<file path="src/source/bypass_pkg.sv">
package bypass_pkg;

    // coprocessor-0 register addresses.
    localparam logic [4:0] rd_status  = 5'd12;
    localparam logic [4:0] rd_cause   = 5'd13;
    localparam logic [4:0] rd_epc     = 5'd14;
    localparam logic [2:0] sel_status = 3'd0;
    localparam logic [2:0] sel_cause  = 3'd0;
    localparam logic [2:0] sel_epc    = 3'd0;

    localparam logic [31:0] exl_bit = 32'h0000_0002; // status.exl.

    typedef struct packed {
        logic write_reg;
        logic write_hi;
        logic write_lo;
        logic write_llbit;
        logic write_cop0;
        logic exception;
    } ctrl_t;

    typedef struct packed {
        logic [4:0]  rs;
        logic [4:0]  rt;
        logic [4:0]  dest_reg;
        logic [31:0] dest_data;
        logic [31:0] hi_data;
        logic [31:0] lo_data;
        logic        llbit_data;
        logic [4:0]  cop0_wr_rd;   // mtc0 target.
        logic [2:0]  cop0_wr_sel;
        logic [31:0] cop0_wr_data;
        logic [4:0]  cop0_rd_rd;   // mfc0 source.
        logic [2:0]  cop0_rd_sel;
        logic [31:0] exc_pc;
        ctrl_t       ctrl;
    } issue_t;

    typedef struct packed {
        logic [31:0] rs_val;
        logic [31:0] rt_val;
        logic [31:0] hi;
        logic [31:0] lo;
        logic [31:0] cop0_val;
        logic [31:0] status;
        logic [31:0] cause;
        logic [31:0] epc;
        logic        llbit;
    } operands_t;

    // issue plus the values read and resolved at decode.
    typedef struct packed {
        issue_t    iss;
        operands_t ops;
    } decode_rec_t;

    typedef struct packed {
        logic        f;
        logic [31:0] data;
    } fwd_elem_t;

    typedef struct packed {
        fwd_elem_t rs;
        fwd_elem_t rt;
        fwd_elem_t hi;
        fwd_elem_t lo;
        fwd_elem_t llbit; // data bit 0 only.
        fwd_elem_t cop0;
        fwd_elem_t status;
        fwd_elem_t cause;
        fwd_elem_t epc;
    } fwd_info_t;

    typedef struct packed {
        logic        use_or;
        logic [31:0] or_bits;
    } replace_elem_t;

    typedef struct packed {
        replace_elem_t cop0;
        replace_elem_t status;
    } replace_info_t;

endpackage

</file>
<file path="src/source/pipe_stage_reg.sv">
`timescale 1ns/10ps

module pipe_stage_reg #(
    parameter type payload_t = logic
) (
    input  logic     clk,
    input  logic     rst_n,
    input  logic     in_valid,
    input  payload_t in_data,
    output logic     out_valid,
    output payload_t out_data
);

    always_ff @(posedge clk) begin
        if (!rst_n) begin
            out_valid <= 1'b0; // bubble.
        end else begin
            out_valid <= in_valid;
        end
    end

    // payload is only meaningful while out_valid is high
    always_ff @(posedge clk) begin
        out_data <= in_data;
    end

endmodule

</file>
<file path="src/source/gpr_file.sv">
`timescale 1ns/10ps

module gpr_file (
    input  logic        clk,
    input  logic        rst_n,
    input  logic        wr_en,
    input  logic [4:0]  wr_addr,
    input  logic [31:0] wr_data,
    input  logic [4:0]  rd_addr_a,
    input  logic [4:0]  rd_addr_b,
    output logic [31:0] rd_data_a,
    output logic [31:0] rd_data_b
);

    logic [31:0] regs [32];

    always_ff @(posedge clk) begin
        if (!rst_n) begin
            for (int i = 0; i < 32; i++) begin
                regs[i] <= '0;
            end
        end else if (wr_en && wr_addr != 5'd0) begin
            regs[wr_addr] <= wr_data; // $zero never written.
        end
    end

    assign rd_data_a = (rd_addr_a == 5'd0) ? '0 : regs[rd_addr_a];
    assign rd_data_b = (rd_addr_b == 5'd0) ? '0 : regs[rd_addr_b];

endmodule

</file>
<file path="src/source/special_regs.sv">
`timescale 1ns/10ps

module special_regs
    import bypass_pkg::*;
(
    input  logic        clk,
    input  logic        rst_n,
    input  logic        wb_valid,
    input  issue_t      wb,
    input  logic [4:0]  cop0_rd_rd,
    input  logic [2:0]  cop0_rd_sel,
    output logic [31:0] hi,
    output logic [31:0] lo,
    output logic        llbit,
    output logic [31:0] status,
    output logic [31:0] cause,
    output logic [31:0] epc,
    output logic [31:0] cop0_val
);

    logic [31:0] hi_q;
    logic [31:0] lo_q;
    logic        llbit_q;
    logic [31:0] status_q;
    logic [31:0] cause_q;
    logic [31:0] epc_q;
    logic [31:0] hi_d;
    logic [31:0] lo_d;
    logic        llbit_d;
    logic [31:0] status_d;
    logic [31:0] cause_d;
    logic [31:0] epc_d;

    always_comb begin
        hi_d     = hi_q;
        lo_d     = lo_q;
        llbit_d  = llbit_q;
        status_d = status_q;
        cause_d  = cause_q;
        epc_d    = epc_q;
        if (wb_valid) begin
            if (wb.ctrl.write_hi) begin
                hi_d = wb.hi_data;
            end
            if (wb.ctrl.write_lo) begin
                lo_d = wb.lo_data;
            end
            if (wb.ctrl.write_llbit) begin
                llbit_d = wb.llbit_data;
            end
            if (wb.ctrl.write_cop0) begin
                if (wb.cop0_wr_rd == rd_status && wb.cop0_wr_sel == sel_status) begin
                    status_d = wb.cop0_wr_data;
                end
                if (wb.cop0_wr_rd == rd_cause && wb.cop0_wr_sel == sel_cause) begin
                    cause_d = wb.cop0_wr_data;
                end
                if (wb.cop0_wr_rd == rd_epc && wb.cop0_wr_sel == sel_epc) begin
                    epc_d = wb.cop0_wr_data;
                end
            end
            if (wb.ctrl.exception) begin
                status_d = status_d | exl_bit; // exception wins over mtc0.
                epc_d    = wb.exc_pc;
            end
        end
    end

    always_ff @(posedge clk) begin
        if (!rst_n) begin
            hi_q     <= '0;
            lo_q     <= '0;
            llbit_q  <= 1'b0;
            status_q <= '0;
            cause_q  <= '0;
            epc_q    <= '0;
        end else begin
            hi_q     <= hi_d;
            lo_q     <= lo_d;
            llbit_q  <= llbit_d;
            status_q <= status_d;
            cause_q  <= cause_d;
            epc_q    <= epc_d;
        end
    end

    // reads already see the record in write-back.
    assign hi     = hi_d;
    assign lo     = lo_d;
    assign llbit  = llbit_d;
    assign status = status_d;
    assign cause  = cause_d;
    assign epc    = epc_d;

    always_comb begin
        cop0_val = '0; // unmapped.
        if (cop0_rd_rd == rd_status && cop0_rd_sel == sel_status) begin
            cop0_val = status_d;
        end else if (cop0_rd_rd == rd_cause && cop0_rd_sel == sel_cause) begin
            cop0_val = cause_d;
        end else if (cop0_rd_rd == rd_epc && cop0_rd_sel == sel_epc) begin
            cop0_val = epc_d;
        end
    end

endmodule

</file>
<file path="src/source/main_forwarder.sv">
`timescale 1ns/10ps

module main_forwarder
    import bypass_pkg::*;
(
    input  logic          dec_valid,
    input  issue_t        dec,
    input  logic          exe_valid,
    input  issue_t        exe,
    input  logic          mem_valid,
    input  issue_t        mem,
    input  logic          wb_valid,
    input  issue_t        wb,
    output fwd_info_t     decode_fwd,
    output fwd_info_t     execute_fwd,
    output replace_info_t decode_replace,
    output replace_info_t execute_replace
);

    function automatic fwd_elem_t gpr_hit(
        input logic       src_valid,
        input issue_t     src,
        input logic [4:0] target
    );
        fwd_elem_t hit;
        hit = '0;
        if (src_valid && src.ctrl.write_reg && src.dest_reg != 5'd0
                && src.dest_reg == target) begin
            hit = '{f: 1'b1, data: src.dest_data};
        end
        return hit;
    endfunction

    function automatic fwd_elem_t cop0_hit(
        input logic       src_valid,
        input issue_t     src,
        input logic [4:0] rd,
        input logic [2:0] sel
    );
        fwd_elem_t hit;
        hit = '0;
        if (src_valid && src.ctrl.write_cop0 && src.cop0_wr_rd == rd
                && src.cop0_wr_sel == sel) begin
            hit = '{f: 1'b1, data: src.cop0_wr_data};
        end
        // exception loads EPC after the mtc0 of the same record
        if (src_valid && src.ctrl.exception && rd == rd_epc && sel == sel_epc) begin
            hit = '{f: 1'b1, data: src.exc_pc};
        end
        return hit;
    endfunction

    // hi, lo, llbit and cop0 state come from the memory stage only
    function automatic fwd_info_t special_fwd(
        input logic   src_valid,
        input issue_t src,
        input issue_t stage
    );
        fwd_info_t info;
        info = '0;
        if (src_valid && src.ctrl.write_hi) begin
            info.hi = '{f: 1'b1, data: src.hi_data};
        end
        if (src_valid && src.ctrl.write_lo) begin
            info.lo = '{f: 1'b1, data: src.lo_data};
        end
        if (src_valid && src.ctrl.write_llbit) begin
            info.llbit = '{f: 1'b1, data: {31'b0, src.llbit_data}};
        end
        info.cop0   = cop0_hit(src_valid, src, stage.cop0_rd_rd, stage.cop0_rd_sel);
        info.status = cop0_hit(src_valid, src, rd_status, sel_status);
        info.cause  = cop0_hit(src_valid, src, rd_cause, sel_cause);
        info.epc    = cop0_hit(src_valid, src, rd_epc, sel_epc);
        return info;
    endfunction

    function automatic replace_info_t exl_replace(
        input logic   src_valid,
        input issue_t src,
        input issue_t stage
    );
        replace_info_t info;
        info = '0;
        if (src_valid && src.ctrl.exception) begin
            info.status = '{use_or: 1'b1, or_bits: exl_bit};
        end
        if (stage.cop0_rd_rd == rd_status && stage.cop0_rd_sel == sel_status) begin
            info.cop0 = info.status; // mfc0 of status sees exl too.
        end
        return info;
    endfunction

    always_comb begin
        decode_fwd    = special_fwd(dec_valid && mem_valid, mem, dec);
        decode_fwd.rs = gpr_hit(dec_valid && wb_valid, wb, dec.rs); // wb only.
        decode_fwd.rt = gpr_hit(dec_valid && wb_valid, wb, dec.rt);

        execute_fwd    = special_fwd(exe_valid && mem_valid, mem, exe);
        execute_fwd.rs = gpr_hit(exe_valid && mem_valid, mem, exe.rs);
        execute_fwd.rt = gpr_hit(exe_valid && mem_valid, mem, exe.rt);
        if (!execute_fwd.rs.f) begin
            execute_fwd.rs = gpr_hit(exe_valid && wb_valid, wb, exe.rs);
        end
        if (!execute_fwd.rt.f) begin
            execute_fwd.rt = gpr_hit(exe_valid && wb_valid, wb, exe.rt);
        end

        decode_replace  = exl_replace(dec_valid && mem_valid, mem, dec);
        execute_replace = exl_replace(exe_valid && mem_valid, mem, exe);
    end

endmodule

</file>
<file path="src/source/operand_resolver.sv">
`timescale 1ns/10ps

module operand_resolver
    import bypass_pkg::*;
(
    input  operands_t     base,
    input  fwd_info_t     fwd,
    input  replace_info_t replace,
    output operands_t     resolved
);

    function automatic logic [31:0] pick(
        input fwd_elem_t   elem,
        input logic [31:0] value
    );
        return elem.f ? elem.data : value;
    endfunction

    always_comb begin
        resolved          = base;
        resolved.rs_val   = pick(fwd.rs, base.rs_val);
        resolved.rt_val   = pick(fwd.rt, base.rt_val);
        resolved.hi       = pick(fwd.hi, base.hi);
        resolved.lo       = pick(fwd.lo, base.lo);
        resolved.cop0_val = pick(fwd.cop0, base.cop0_val);
        resolved.status   = pick(fwd.status, base.status);
        resolved.cause    = pick(fwd.cause, base.cause);
        resolved.epc      = pick(fwd.epc, base.epc);
        if (fwd.llbit.f) begin
            resolved.llbit = fwd.llbit.data[0];
        end

        // exl goes on top of whatever was forwarded.
        if (replace.status.use_or) begin
            resolved.status = resolved.status | replace.status.or_bits;
        end
        if (replace.cop0.use_or) begin
            resolved.cop0_val = resolved.cop0_val | replace.cop0.or_bits;
        end
    end

endmodule

</file>
<file path="src/source/bypass_top.sv">
`timescale 1ns/10ps

module bypass_top
    import bypass_pkg::*;
(
    input  logic      clk,
    input  logic      rst_n,
    input  logic      issue_valid,
    input  issue_t    issue,
    output logic      result_valid,
    output operands_t result
);

    logic          dec_valid;
    issue_t        dec_iss;
    logic          exe_valid;
    decode_rec_t   exe_in;
    decode_rec_t   exe_rec;
    logic          mem_valid;
    issue_t        mem_iss;
    logic          wb_valid;
    issue_t        wb_iss;
    logic [31:0]   gpr_rs;
    logic [31:0]   gpr_rt;
    logic [31:0]   sr_hi;
    logic [31:0]   sr_lo;
    logic          sr_llbit;
    logic [31:0]   sr_status;
    logic [31:0]   sr_cause;
    logic [31:0]   sr_epc;
    logic [31:0]   sr_cop0_val;
    operands_t     dec_base;
    operands_t     dec_resolved;
    operands_t     exe_resolved;
    fwd_info_t     decode_fwd;
    fwd_info_t     execute_fwd;
    replace_info_t decode_replace;
    replace_info_t execute_replace;

    pipe_stage_reg #(.payload_t(issue_t)) dec_reg (
        .clk(clk), .rst_n(rst_n), .in_valid(issue_valid), .in_data(issue),
        .out_valid(dec_valid), .out_data(dec_iss)
    );

    assign exe_in = '{iss: dec_iss, ops: dec_resolved};

    pipe_stage_reg #(.payload_t(decode_rec_t)) exe_reg (
        .clk(clk), .rst_n(rst_n), .in_valid(dec_valid), .in_data(exe_in),
        .out_valid(exe_valid), .out_data(exe_rec)
    );

    pipe_stage_reg #(.payload_t(issue_t)) mem_reg (
        .clk(clk), .rst_n(rst_n), .in_valid(exe_valid), .in_data(exe_rec.iss),
        .out_valid(mem_valid), .out_data(mem_iss)
    );

    pipe_stage_reg #(.payload_t(issue_t)) wb_reg (
        .clk(clk), .rst_n(rst_n), .in_valid(mem_valid), .in_data(mem_iss),
        .out_valid(wb_valid), .out_data(wb_iss)
    );

    gpr_file gpr_file_inst (
        .clk(clk), .rst_n(rst_n),
        .wr_en(wb_valid && wb_iss.ctrl.write_reg), .wr_addr(wb_iss.dest_reg),
        .wr_data(wb_iss.dest_data), .rd_addr_a(dec_iss.rs), .rd_addr_b(dec_iss.rt),
        .rd_data_a(gpr_rs), .rd_data_b(gpr_rt)
    );

    special_regs special_regs_inst (
        .clk(clk), .rst_n(rst_n), .wb_valid(wb_valid), .wb(wb_iss),
        .cop0_rd_rd(dec_iss.cop0_rd_rd), .cop0_rd_sel(dec_iss.cop0_rd_sel),
        .hi(sr_hi), .lo(sr_lo), .llbit(sr_llbit), .status(sr_status),
        .cause(sr_cause), .epc(sr_epc), .cop0_val(sr_cop0_val)
    );

    assign dec_base = '{rs_val: gpr_rs, rt_val: gpr_rt, hi: sr_hi, lo: sr_lo,
                        cop0_val: sr_cop0_val, status: sr_status, cause: sr_cause,
                        epc: sr_epc, llbit: sr_llbit};

    main_forwarder main_forwarder_inst (
        .dec_valid(dec_valid), .dec(dec_iss), .exe_valid(exe_valid), .exe(exe_rec.iss),
        .mem_valid(mem_valid), .mem(mem_iss), .wb_valid(wb_valid), .wb(wb_iss),
        .decode_fwd(decode_fwd), .execute_fwd(execute_fwd),
        .decode_replace(decode_replace), .execute_replace(execute_replace)
    );

    operand_resolver decode_resolver (
        .base(dec_base), .fwd(decode_fwd), .replace(decode_replace),
        .resolved(dec_resolved)
    );

    operand_resolver execute_resolver (
        .base(exe_rec.ops), .fwd(execute_fwd), .replace(execute_replace),
        .resolved(exe_resolved)
    );

    always_ff @(posedge clk) begin
        if (!rst_n) begin
            result_valid <= 1'b0;
        end else begin
            result_valid <= exe_valid;
        end
    end

    always_ff @(posedge clk) begin
        result <= exe_resolved;
    end

endmodule

</file>
<file path="config.mk">
export PLATFORM = sky130hd
export DESIGN_NAME = bypass_top
export DESIGN_NICKNAME = d
export VERILOG_FILES = /design/src/source/bypass_pkg.sv /design/src/source/pipe_stage_reg.sv /design/src/source/gpr_file.sv /design/src/source/special_regs.sv /design/src/source/main_forwarder.sv /design/src/source/operand_resolver.sv /design/src/source/bypass_top.sv
export SDC_FILE = /design/constraint.sdc
export NUM_CORES = 2
export LEC_CHECK = 0
export BUFFER_PORTS_ARGS = -buffer_cell sky130_fd_sc_hd__buf_2
export CORE_MARGIN = 2
export CORE_UTILIZATION = 58
export CTS_CLUSTER_DIAMETER = 40
export DETAILED_ROUTE_END_ITERATION = 16
export PLACE_DENSITY = 0.8
export SETUP_SLACK_MARGIN = 0.4
export SLEW_MARGIN = 10
export SYNTH_ARGS = -nofsm -noshare
export SYNTH_HDL_FRONTEND = slang
export SYNTH_SLANG_ARGS = --single-unit
</file>
<file path="constraint.sdc">
create_clock -name clk -period 7.9 [get_ports clk]
set_input_delay 2.37 -clock clk [delete_from_list [all_inputs] [get_ports clk]]
set_output_delay 2.37 -clock clk [all_outputs]
set_load 0.01 [all_outputs]
</file>
==> flow_summary_export.csv <==
group,metric,value,unit
setup_path,cp_max_fo,118,
clocking,cts_hold_buf,0,
setup_path,worst_setup_path_end_kind,"register",
yosys,synth_edf_count,1024,
detailed_routing,drcViolationCount,0,
setup_path,crit_path_start,"rst_n",
global_route,grt_pass1_wl,388000,µm
finish,final_nets,7305,
yosys,synth_compound_area_share,4.29,%
clocking,cts_resized,0,
clocking,clock_latency,0.94,ns
worst_hold_path,hold_class,"register to register",
die,die_h,407,µm
sta,rsz0062_at_grt,"false",
detailed_routing,drt-total-wl,262000,µm
yosys,syn_inst,6710,
setup_path,reg2reg_slack,3.90,ns
setup_path,crit_type,"input port to register",
detailed_routing,num_vias,60007,
yosys,ys_ff_latch,2459,
clocking,root_buffer,"clkbuf_16",
place,port_buffers,458,
yosys,synth_common_cells,"dfxtp_1, edfxtp_1, and2_1",
die,dieArea,0.166,mm²
detailed_routing,post_drt_via_cell_ratio,6.31,
die,core,0.161,mm²
setup_path,endpoint,"gpr_file_inst.regs[0][27]",
yosys,synth_cell_type_count,59,
sta,max_freq,224,MHz
sta,tns,0,ns
detailed_routing,dr.pass1.iters,8,
yosys,synthDominantCellAreaShare,32.6,%
sta,fin_crit,4.46,ns
clocking,cts_max_level,5,
die,start_util,58.6,%
yosys,yosys.area.top_type,"edfxtp_1",
die,die_w,407,µm
yosys,ys_async_sr_fraction,0,%
yosys,synth.area.mux_share,18.7,%
sta,worst_pin_slew,1.32,ns
setup_path,reg2reg_from,"gpr_file_inst.rd_addr_b[0]",
clocking,path_clk_slew,0.06,ns
clocking,cts_tree,"yes",
finish,fin_util,67.9,%
global_route,grt_util_all_layers,31.3,%
place,placedCellCount,8947,
yosys,synthAdderAreaFrac,0,%
yosys,synth.avg_cell_area,14.1,µm²
yosys,synthFlopType,"dfxtp_1",
global_route,gr-total-overflow,0,
yosys,yosysSeqAreaShare,63.1,%
outcome,status,"finished clean",
die,fp-row-count,147,
clocking,postCtsSetupBuffers,0,
yosys,yosysWarnings,0,
finish,fillers,10377,
flow_run,cap_viol_max_count,0,
detailed_routing,ant_nets,0,
setup_path,timing.rr.end,"exe_reg.out_data[224]",
detailed_routing,drtIter0Drc,7676,
sta,setup_viol,0,
clocking,cts.path.max_buffers,4,
finish,drive_gt1_share,25.2,%
sta,max_slew_margin,11.6,%
yosys,syn_area,0.0943,mm²
yosys,yosysMostFrequentCell,"dfxtp_1",
power_and_ir_drop,peakVddDrop,0.265,mV
finish,areaGrowthSynthToFinish,15.8,%
sta,drv_slew,0,
yosys,ys_top_cells_by_area,"edfxtp_1, dfxtp_1, mux4_2, and2_1, mux2i_1",
finish,instances_no_fill,9505,
sta,finalCritPeriodShare,56.4,%
sta,clock_skew,0.0925,ns
global_route,antenna_found_initial,22,
global_route,grt_max_degree,119,
detailed_routing,post_drt_wl_per_cell,27.6,µm
setup_path,cp.required,8.37,ns
clocking,cts_buffers,313,
global_route,grt_pass1_vias,61294,
setup_path,ff2ff_path_depth,7,
sta,hold_viol_final,0,
power_and_ir_drop,cellPowerDensity,271,mW/mm²
setup_path,start_kind,"input port",
clocking,clock-sinks,2459,
yosys,synth_top_family_by_area,"multiplexers",
yosys,synthSimpleGateAreaFrac,10.9,%
die,ios,459,
yosys,synth_xor_area_share,0.427,%
place,dp_hpwl,151000,µm
setup_path,crit_arrival,4.93,ns
power_and_ir_drop,p_leak,44.1,nW
place,gp_congestion,0.898,
## where the power goes
part	total [mW]	switching, mW	leakage [nW]	internal (mW)
Clock	14.1	5.55	5.10	8.59
Sequential	14.0	0.308	22.9	13.7
Combinational	1.47	0.863	16.1	0.607
Total	29.6	6.72	44.1	22.9
## registers in the layout, indices dropped and copies added (netlist names), 5 cells and up
signal / flops
special_regs_inst.cause_q: 32
special_regs_inst.status_q: 32
exe_reg.out_data: 455
wb_reg.out_data: 180
special_regs_inst.hi_q: 32
gpr_file_inst.rd_addr_b: 5
gpr_file_inst.regs: 1024
mem_reg.out_data: 180
gpr_file_inst.rd_addr_a: 5
result: 257
special_regs_inst.lo_q: 32
special_regs_inst.epc_q: 32
dec_reg.out_data: 188
## per-layer routing
layer / GRT usage (%) / vias to the layer above / part of all wire (%)
met5: 0 / - / 0.017
met4: 19.5 / 8 / 6.9
met3: 7.54 / 1031 / 12
met2: 49.8 / 4186 / 47
met1: 38.8 / 29512 / 34
li1: - / 25270 / -
## area by class of cell
cell class	instances	area, µm²	area share, %
multi-input combinational	3731	33100	30.3
inverter	2	13.8	0.0126
tap	2160	2700	2.47
antenna	10	25.0	0.0229
sequential	2459	59500	54.5
clock buffer	378	8580	7.86
timing repair buffer	597	3450	3.15
clock inverter	168	1840	1.69
## metrics by stage
stage	setup WS (ns)	hold WS [ns]	instance area [µm²]	power (mW)
6_report	3.44	0.291	109000	29.6
5_1_grt	3.39	0.288	109000	30.3
2_1_floorplan	2.16	0.310	94400	15.0
3_5_place_dp	2.58	0.312	98700	15.7
3_3_place_gp	2.62	0.310	98700	15.6
4_1_cts	3.50	0.297	109000	29.6
## logic make-up after synthesis
family / Yosys count
xor gates and xnor gates: 46
AOI/OAI and AO/OA: 683
DFF: 2459
other: 1
muxes: 1032
and+or+nand+nor: 1938
buffers and inverters: 551
## worst min path at each step
stage                                  endpoint  depth (start not counted)                  start  slack, ns
after global placement      mem_reg.out_data[0]                          0  exe_reg.out_data[257]       0.31
after global routing      exe_reg.out_data[403]                          0  dec_reg.out_data[146]       0.29
after detailed placement   mem_reg.out_data[24]                          0  exe_reg.out_data[281]       0.31
final                     mem_reg.out_data[145]                          0  exe_reg.out_data[402]       0.29
after CTS                 exe_reg.out_data[400]                          0  dec_reg.out_data[143]       0.30
after floorplan           exe_reg.out_data[257]                          0    dec_reg.out_data[0]       0.31
## critical path, stage by stage
cell and delay, ns:
buf_4 0.17, buf_4 0.39, inv_6 0.91, buf_4 0.87
## cell usage in the layout, fill, tap and decap left out, types with 10 or more instances in the layout
| cell | n |
|---|---|
| dfxtp_1 | 1423 |
| edfxtp_1 | 1024 |
| and2_1 | 1005 |
| mux4_2 | 573 |
| buf_2 | 457 |
| nor2_1 | 413 |
| mux2i_1 | 331 |
| clkbuf_16 | 326 |
| a21oi_1 | 276 |
| nand2_1 | 254 |
| o21ai_1 | 172 |
| buf_4 | 132 |
| nor4_1 | 80 |
| nand3_1 | 75 |
| mux2_2 | 67 |
| a221o_1 | 64 |
| mux2_1 | 61 |
| inv_6 | 37 |
| o21ai_0 | 35 |
| clkinv_2 | 33 |
| a22oi_1 | 33 |
| conb_1 | 32 |
| o21ai_4 | 31 |
| clkinv_4 | 29 |
| clkbuf_1 | 29 |
| xor2_1 | 28 |
| nor2_2 | 28 |
| a221oi_1 | 24 |
| clkbuf_8 | 23 |
| bufinv_16 | 23 |
| xnor2_1 | 18 |
| o211ai_1 | 18 |
| clkinvlp_4 | 16 |
| diode_2 | 10 |
| nor3_1 | 10 |
No activity file was read; power rests on OpenSTA's default activity.
